$ cat src/logic/ks_arith_pkg.sv
`default_nettype none

package ks_arith_pkg;

    ////////////////////////////////////////////////////////////////////////////
    // Datapath geometry
    ////////////////////////////////////////////////////////////////////////////

    // Operand width in bits
    localparam int WIDTH = 32;

    // Prefix positions, position 0 carries the carry-in
    localparam int POSITIONS = WIDTH + 1;

    // Kogge-Stone rows, span doubles each row
    localparam int PREFIX_ROWS = $clog2(POSITIONS);

    ////////////////////////////////////////////////////////////////////////////
    // Operations and result flags
    ////////////////////////////////////////////////////////////////////////////

    // Code 3 is illegal
    typedef enum logic [1:0] {
        OP_ADD = 2'd0,
        OP_SUB = 2'd1,
        OP_ADC = 2'd2
    } ks_op_e;

    // Spare bit reads as zero
    typedef struct packed {
        logic spare;
        logic cout;
        logic ovf;
        logic zero;
    } ks_flags_t;

endpackage

`default_nettype wire

$ cat src/logic/ks_stream_pkg.sv
`default_nettype none

package ks_stream_pkg;

    // Tag width, enough for the two items in flight plus bench ordering checks
    localparam int TAG_W = 4;

    // Incoming request
    typedef struct packed {
        logic [ks_arith_pkg::WIDTH-1:0] a;
        logic [ks_arith_pkg::WIDTH-1:0] b;
        ks_arith_pkg::ks_op_e           op;
        logic                           cin;
        logic [TAG_W-1:0]               tag;
    } ks_req_t;

    // Stage 1 to stage 2 word
    typedef struct packed {
        logic [ks_arith_pkg::POSITIONS-1:0] p;
        logic [ks_arith_pkg::POSITIONS-1:0] g;
        logic [TAG_W-1:0]                   tag;
    } ks_pg_word_t;

    // Outgoing response
    typedef struct packed {
        logic [ks_arith_pkg::WIDTH-1:0] sum;
        ks_arith_pkg::ks_flags_t        flags;
        logic [TAG_W-1:0]               tag;
    } ks_resp_t;

endpackage

`default_nettype wire

$ cat src/logic/ks_pg_stage.sv
`default_nettype none

module ks_pg_stage (
    input  wire                        clk,
    input  wire                        rst_n,
    input  wire                        valid,
    input  ks_stream_pkg::ks_req_t     req,
    output ks_stream_pkg::ks_pg_word_t word
);

    logic [ks_arith_pkg::WIDTH-1:0] b_eff;
    logic                           cin_eff;

    // Operation decode
    always_comb begin
        b_eff   = req.b;
        cin_eff = 1'b0;
        case (req.op)
            ks_arith_pkg::OP_SUB: begin
                // a + ~b + 1
                b_eff   = ~req.b;
                cin_eff = 1'b1;
            end
            ks_arith_pkg::OP_ADC: begin
                cin_eff = req.cin;
            end
            default: begin
            end
        endcase
    end

    // Bit i of the operands lands at position i+1
    // Position 0 never propagates and generates the carry-in
    assign word.p   = {req.a ^ b_eff, 1'b0};
    assign word.g   = {req.a & b_eff, cin_eff};
    assign word.tag = req.tag;

    // Only legal ops may be offered upstream
    a_legal_op: assert property (
        @(posedge clk) disable iff (!rst_n)
        valid |-> req.op inside {ks_arith_pkg::OP_ADD, ks_arith_pkg::OP_SUB,
                                 ks_arith_pkg::OP_ADC}
    );

endmodule

`default_nettype wire

$ cat src/logic/ks_prefix_tree.sv
`default_nettype none

module ks_prefix_tree (
    input  wire [ks_arith_pkg::POSITIONS-1:0] p,
    input  wire [ks_arith_pkg::POSITIONS-1:0] g,
    output wire [ks_arith_pkg::POSITIONS-1:0] carry
);

    localparam int POS  = ks_arith_pkg::POSITIONS;
    localparam int ROWS = ks_arith_pkg::PREFIX_ROWS;

    // Row 0 is the raw pg input, row ROWS is fully resolved
    logic [POS-1:0] g_row [ROWS+1];
    logic [POS-1:0] p_row [ROWS+1];

    assign g_row[0] = g;
    assign p_row[0] = p;

    ////////////////////////////////////////////////////////////////////////////
    // Kogge-Stone rows
    ////////////////////////////////////////////////////////////////////////////

    for (genvar r = 1; r <= ROWS; r++) begin : g_rows
        localparam int SPAN = 1 << (r - 1);

        for (genvar i = 0; i < POS; i++) begin : g_pos
            if (i < SPAN) begin : g_copy
                // Already resolved
                assign g_row[r][i] = g_row[r-1][i];
                assign p_row[r][i] = p_row[r-1][i];
            end else if (i < 2 * SPAN) begin : g_grey
                // Partner is resolved, so only the generate is needed
                assign g_row[r][i] = g_row[r-1][i] |
                                     (p_row[r-1][i] & g_row[r-1][i-SPAN]);
                // Group now reaches position 0, which never propagates
                assign p_row[r][i] = 1'b0;
            end else begin : g_black
                assign g_row[r][i] = g_row[r-1][i] |
                                     (p_row[r-1][i] & g_row[r-1][i-SPAN]);
                assign p_row[r][i] = p_row[r-1][i] & p_row[r-1][i-SPAN];
            end
        end
    end

    ////////////////////////////////////////////////////////////////////////////
    // Result
    ////////////////////////////////////////////////////////////////////////////

    // Group generate over 0..i is the carry into operand bit i
    assign carry = g_row[ROWS];

endmodule

`default_nettype wire

$ cat src/logic/ks_sum_stage.sv
`default_nettype none

module ks_sum_stage (
    input  wire [ks_arith_pkg::POSITIONS-1:0]   p,
    input  wire [ks_arith_pkg::POSITIONS-1:0]   carry,
    input  wire [ks_stream_pkg::TAG_W-1:0]      tag,
    output ks_stream_pkg::ks_resp_t             resp
);

    localparam int W = ks_arith_pkg::WIDTH;

    logic [W-1:0] sum;

    // Operand bit i sits at propagate position i+1
    assign sum = p[W:1] ^ carry[W-1:0];

    assign resp.sum = sum;
    assign resp.tag = tag;

    // Carry out of the top bit
    assign resp.flags.cout = carry[W];

    // Signed overflow when carry into and out of the MSB differ
    assign resp.flags.ovf = carry[W-1] ^ carry[W];

    assign resp.flags.zero  = ~|sum;
    assign resp.flags.spare = 1'b0;

endmodule

`default_nettype wire

$ cat src/logic/ks_pipe_reg.sv
`default_nettype none

module ks_pipe_reg #(
    parameter type payload_t = logic
) (
    input  wire      clk,
    input  wire      rst_n,
    input  wire      in_valid,
    output logic     in_ready,
    input  payload_t in_data,
    output logic     out_valid,
    input  wire      out_ready,
    output payload_t out_data
);

    // Accept when empty or when the held item leaves this cycle
    assign in_ready = !out_valid || out_ready;

    always_ff @(posedge clk or negedge rst_n) begin
        if (!rst_n) begin
            out_valid <= 1'b0;
        end else if (in_ready) begin
            out_valid <= in_valid;
        end
    end

    // Payload
    always_ff @(posedge clk) begin
        if (in_valid && in_ready) begin
            out_data <= in_data;
        end
    end

    ////////////////////////////////////////////////////////////////////////////
    // Checks
    ////////////////////////////////////////////////////////////////////////////

    // Stalled output holds
    a_stall_hold: assert property (
        @(posedge clk) disable iff (!rst_n)
        out_valid && !out_ready |=> out_valid && $stable(out_data)
    );

    // While full and not draining nothing loads, so the refused item is still offered
    a_no_load_full: assert property (
        @(posedge clk) disable iff (!rst_n)
        in_valid && out_valid && !out_ready |=> in_valid && $stable(in_data)
    );

endmodule

`default_nettype wire

$ cat src/logic/ks_addsub_top.sv
`default_nettype none

module ks_addsub_top (
    input  wire                      clk,
    input  wire                      rst_n,
    input  wire                      in_valid,
    output wire                      in_ready,
    input  ks_stream_pkg::ks_req_t   in_req,
    output wire                      out_valid,
    input  wire                      out_ready,
    output ks_stream_pkg::ks_resp_t  out_resp
);

    ks_stream_pkg::ks_pg_word_t            pg_word;
    ks_stream_pkg::ks_pg_word_t            pg_q;
    logic                                  pg_valid;
    logic                                  pg_ready;
    logic [ks_arith_pkg::POSITIONS-1:0]    carry;
    ks_stream_pkg::ks_resp_t               resp_d;

    ////////////////////////////////////////////////////////////////////////////
    // Stage 1, propagate and generate
    ////////////////////////////////////////////////////////////////////////////

    ks_pg_stage pg_stage_i (
        .clk   (clk),
        .rst_n (rst_n),
        .valid (in_valid),
        .req   (in_req),
        .word  (pg_word)
    );

    ks_pipe_reg #(.payload_t(ks_stream_pkg::ks_pg_word_t)) pipe_pg (
        .clk       (clk),
        .rst_n     (rst_n),
        .in_valid  (in_valid),
        .in_ready  (in_ready),
        .in_data   (pg_word),
        .out_valid (pg_valid),
        .out_ready (pg_ready),
        .out_data  (pg_q)
    );

    ////////////////////////////////////////////////////////////////////////////
    // Stage 2, prefix tree and sum
    ////////////////////////////////////////////////////////////////////////////

    ks_prefix_tree tree_i (
        .p     (pg_q.p),
        .g     (pg_q.g),
        .carry (carry)
    );

    ks_sum_stage sum_stage_i (
        .p     (pg_q.p),
        .carry (carry),
        .tag   (pg_q.tag),
        .resp  (resp_d)
    );

    ks_pipe_reg #(.payload_t(ks_stream_pkg::ks_resp_t)) pipe_resp (
        .clk       (clk),
        .rst_n     (rst_n),
        .in_valid  (pg_valid),
        .in_ready  (pg_ready),
        .in_data   (resp_d),
        .out_valid (out_valid),
        .out_ready (out_ready),
        .out_data  (out_resp)
    );

endmodule

`default_nettype wire

$ cat config.mk
export PLATFORM = sky130hd
export DESIGN_NAME = ks_addsub_top
export DESIGN_NICKNAME = d
export VERILOG_FILES = /design/src/logic/ks_arith_pkg.sv /design/src/logic/ks_stream_pkg.sv /design/src/logic/ks_pg_stage.sv /design/src/logic/ks_prefix_tree.sv /design/src/logic/ks_sum_stage.sv /design/src/logic/ks_pipe_reg.sv /design/src/logic/ks_addsub_top.sv
export SDC_FILE = /design/constraint.sdc
export NUM_CORES = 1
export LEC_CHECK = 0
export BUFFER_PORTS_ARGS = -buffer_cell sky130_fd_sc_hd__buf_2
export CORE_MARGIN = 3
export CORE_UTILIZATION = 55
export CTS_CLUSTER_SIZE = 24
export DETAILED_ROUTE_END_ITERATION = 16
export HOLD_SLACK_MARGIN = 0.1
export PLACE_DENSITY_LB_ADDON = 0.2
export SYNTH_ARGS = -nofsm -noshare
export SYNTH_HDL_FRONTEND = slang
export SYNTH_SLANG_ARGS = --single-unit
$ cat constraint.sdc
create_clock -name clk -period 4.55 [get_ports clk]
set_input_delay 0.91 -clock clk [delete_from_list [all_inputs] [get_ports clk]]
set_output_delay 0.91 -clock clk [all_outputs]
set_load 0.05 [all_outputs]
# After elaboration in Yosys (flattened, before gate mapping)

Cells that the tools add are included.

Output and inout bits: 42
Register bits after elaboration: 110
Logic and storage cells: 400

Reduce and logical (&&, ||, !) cells: 8
Multiplexer cells: 2
Equal/unequal tests: 2
Bitwise gates (word level): 378

Operator list:

| cell                 | count |
|---|---|
| $and A1 B1 Y1        | 238 |
| $or A1 B1 Y1         | 135 |
| $xor A32 B32 Y32     | 2 |
| $and A32 B32 Y32     | 1 |
| $mux W32             | 1 |
| $not A32 Y32         | 1 |
| $reduce_or A32 Y1    | 1 |
| $logic_not A1 Y1     | 3 |
| $eq A2 B1 Y1 const B | 1 |
| $eq A2 B2 Y1 const B | 1 |
| $logic_and A1 B1 Y1  | 2 |
| $logic_or A1 B1 Y1   | 2 |
| $pmux W1 S2          | 1 |
| $xor A1 B1 Y1        | 1 |

# Longest topological paths before layout

Depth in word-level cells: 13
Depth in mapped cells: 11
Depth with buffers taken out: 11

# Modules after synthesis

A second synthesis with hierarchy kept.

Cell total of the unflattened synthesis: 400
Area total of the unflattened synthesis: 5504.0 sq um

By module, submodules not included:

| module                  | area each (sq um) | cells each | times used |
|---|---|---|---|
| ks_pipe_reg (pipe_pg)   | 2155.8            | 74         | 1 |
| ks_pipe_reg (pipe_resp) | 1255.0            | 44         | 1 |
| ks_pg_stage             | 842.1             | 81         | 1 |
| ks_prefix_tree          | 828.3             | 150        | 1 |
| ks_sum_stage            | 422.9             | 51         | 1 |

# Worst setup path after synthesis

OpenSTA, ideal clock, no wires.

Kind: input to register
From: input port out_ready
To: register pipe_pg.out_data[0] in the netlist's numbering, enable pin
Setup time: 0.434 ns
Arrival time: 3.067 ns
Stages: 2
Buffers on the path: 0
Path slack: 1.049 ns
Cell sequence: nand3b_1 and2_1

Word-level cells in the longest chain between the ends: 3

RTL lines:

| item                             | line                | source |
|---|---|---|
| from (decl)                      | ks_addsub_top.sv:10 | `input wire out_ready,` |
| $logic_or A1 B1 Y1 (2 in series) | ks_pipe_reg.sv:17   | `assign in_ready = !out_valid \|\| out_ready;` |
| $logic_and A1 B1 Y1              | ks_pipe_reg.sv:29   | `if (in_valid && in_ready) begin` |
| to (signal assigned)             | ks_pipe_reg.sv:30   | `out_data <= in_data;` |
| to (decl)                        | ks_pipe_reg.sv:13   | `output payload_t out_data` |

Every way passes these cells.
A chain may end at the register's enable or synchronous reset.

==> results.md <==
* Port bufs at ~120
* H-tree levels at 3
* IO Count at between 100 and 150
* CP max-delay cell: or4_1
* GR Layer Usage met2 at a little under a third
* Initial Util at roughly three fifths
* CORE AREA at 9460 um2
* Run status: completed
* Inst Count DP at 652
* Met3 usage at under 10%
* CTS tree: built
* Initial antenna violation count at 0
* Final instance area at 6400 um2
* Net Count, Synth at roughly 530
* Die height at roughly 110 um
* Antenna fix cells at 0
* Setup violation total in the final timing report at 0
* Grt ovf at 0
* Ys flop type: edfxtp_1
* Vias per inst at around 5.6
* Layout Skew at 0.0154 ns
* Syn_area_per_cell at approximately 13 um2
* Yosys warns at 0
* Hold Fails Final Rpt at 0
* Die X-Extent at ~110 um
* TNS Setup at 0 ns
* Sequential fraction of the synthesis area at 59.9%
* RSZ-0062 raised after global routing: no
* Mapped Area at around 5500 um2
* Most used routing layer: met2
* Detail Placement HPWL at around 8.1 mm
* # Post-CTS Setup Buffers at 0
* CP Capture Type: flip-flop
* WL final at roughly 11 mm
* Routed Antenna Nets at 0
* Via count at between 3,000 and 4,000
* Cts bufs inserted at 9
* Max-Cap Viols at 0
* Gr usage total at 19.4%
* Max rail drop VDD at roughly 0.00016 V
* Most frequent cells in the layout: buf_2, edfxtp_1, xor2_1
* Crit Path Max Fanout at 3
* M1 GR Usage at 26.4%
* Achievable clock frequency at approximately 280 MHz
* Placed inst area at between 6000 and 7000 um2
* Die Footprint at roughly 11,000 um2
* DRC at 0
* Row count at 35
* First-pass GRT wire length at 17.1 mm
* Final Critical Period at ~3.6 ns
* Synth cell types at 53
* Worst Path Buf+Inv at 0
* DR iter-0 viols at roughly 260
* CP Class: flip-flop to flip-flop
* Placer congestion estimate at between 0.9 and 1
* Vias in the first global route at 3,603
* Crit path cell chain: ha_1 -> o211ai_1 -> nand2_1 -> xor2_1 -> or4_1 -> or4_1 -> or4_1 -> nor4_2 -> nand4_1 -> nor4b_2 -> and4bb_1
* Bufs on Longest Clock Path at 2
* Clk pin slew, worst setup/hold paths at ~0.10 ns
* CTS sink count at 110
* Number of synthesized flops with an enable pin at between 100 and 150
* Cts repair resizes at 0
* Fin util at approximately 68%
* Worst skew pair latency at between 0.3 and 0.4 ns
* Max Slew Vio Count at 0
* Hold Crit Class: input pin to asynchronous set/reset pin
* Critical path's top delay family: simple AND/OR/NAND/NOR gates
* Leak at 2.62 nW
* CTS root buf: clkbuf_8
* Slowest Stage Delay on Critical Path at ~0.54 ns
* Ys async rst share at 1.82%
* Fin cells at between 600 and 700
* Critical path data arrival time at around 3.8 ns
* Largest net degree at the start of global routing at 70
* CP Data Required Time at approximately 4.8 ns
* Layout cells sized above 1 at a little over a quarter
* Cts hold-fix bufs at 0
* Power Dens Cells at 395 nW/um2
* Period Utilization, post-route at 78.3%
* Number of synthesized register bits at 110
* CP startpoint kind: flip-flop
* Drt pass-1 iters at 4
* Fin nets at 644
* Layout area overhead at 16.3%
* Max_slew headroom at between 30% and 40%
* Most used cell, CP: or4_1
* Actual slew at the worst max-slew pin at around 1 ns
* Most common cell after layout, fill and taps aside: buf_2
* Mapped Cells at about 420
* Wire per inst at 16.3 um
-- kinds of logic after synthesis --
group	after synthesis	share of synthesized area [%]
other	1	0.0682
adder cells (fa/ha/maj)	35	7.97
XOR/XNOR	63	10.2
AO/OA/AOI/OAI	97	11.1
flip-flops	110	59.9
buffers and inverters	18	1.57
AND/OR/NAND/NOR	92	9.08
multiplexers	1	0.182
-- flip-flops by register name, indices dropped and copies added (netlist names) --
register and cells:
pipe_pg.out_data 69, pipe_pg.out_valid 1, pipe_resp.out_data 39, pipe_resp.out_valid 1
-- power breakdown --
part	internal, W	switching, W	total [W]	leakage [nW]
Clock	0.000263	0.000336	0.000599	0.0997
Sequential	0.00127	0.0000850	0.00135	1.07
Combinational	0.000187	0.000392	0.000579	1.45
-- per-stage QoR --
stage	power, W	hold WS (ns)	worst slack, ns
finish	0.00253	0.307	0.985
global route	0.00263	0.297	0.745
CTS	0.00254	0.297	0.954
detailed placement	0.00195	0.405	0.973
global placement	0.00193	0.402	1.14
floorplan	0.00178	0.400	1.05
-- synthesized netlist by cell type (2+ instances only) --
library cell,instances,area share [%]
o21a_1,7,0.96
nor3_1,5,0.46
nand2b_1,5,0.57
buf_6,2,0.41
and2_1,4,0.46
nand3_1,6,0.55
edfxtp_1,108,59
buf_1,2,0.14
nor2_1,22,1.5
a21o_1,14,1.9
inv_1,8,0.55
xnor2_1,21,3.3
ha_1,35,8.0
dfrtp_1,2,0.91
nand2_1,23,1.6
a31oi_1,3,0.34
or3_1,2,0.23
o211ai_1,3,0.41
a21oi_1,35,3.2
o21bai_1,4,0.55
a211oi_1,2,0.27
o21ai_1,7,0.64
o21ai_0,10,0.91
and3_1,3,0.34
or4_1,3,0.41
xor2_1,41,6.5
nor2b_1,3,0.34
nand4_1,8,0.91
clkbuf_1,5,0.34
-- area by class of cell --
type | count | area, um2
Sequential cell | 110 | 3290
Fill cell | 748 | 3060
Multi-Input combinational cell | 289 | 2120
Timing Repair Buffer | 116 | 583
Tap cell | 129 | 161
Clock buffer | 9 | 124
Clock inverter | 7 | 81.3
Inverter | 8 | 30.0
-- per-layer routing --
metal | up-vias | share of wire, %
li1 | 1797 | -
met4 | 0 | 1.9
met2 | 163 | 46
met3 | 19 | 7.3
met1 | 1754 | 45
met5 | - | 0
-- worst paths after layout --
kind | from | to | slack, ns | cells past startpoint
setup / recovery | pipe_pg.out_data[38] | pipe_resp.out_data[4] | 0.99 | 11
hold / removal | rst_n | pipe_pg.out_valid | 0.31 | 1
setup reg to reg | pipe_pg.out_data[38] | pipe_resp.out_data[4] | 0.99 | 11
hold reg to reg | pipe_pg.out_data[3] | pipe_resp.out_data[3] | 0.43 | 0
max in group asynchronous | rst_n | pipe_resp.out_valid | 4.15 | 1
min in group clk | pipe_pg.out_data[3] | pipe_resp.out_data[3] | 0.43 | 0
Power figures use the tool's default switching activity.
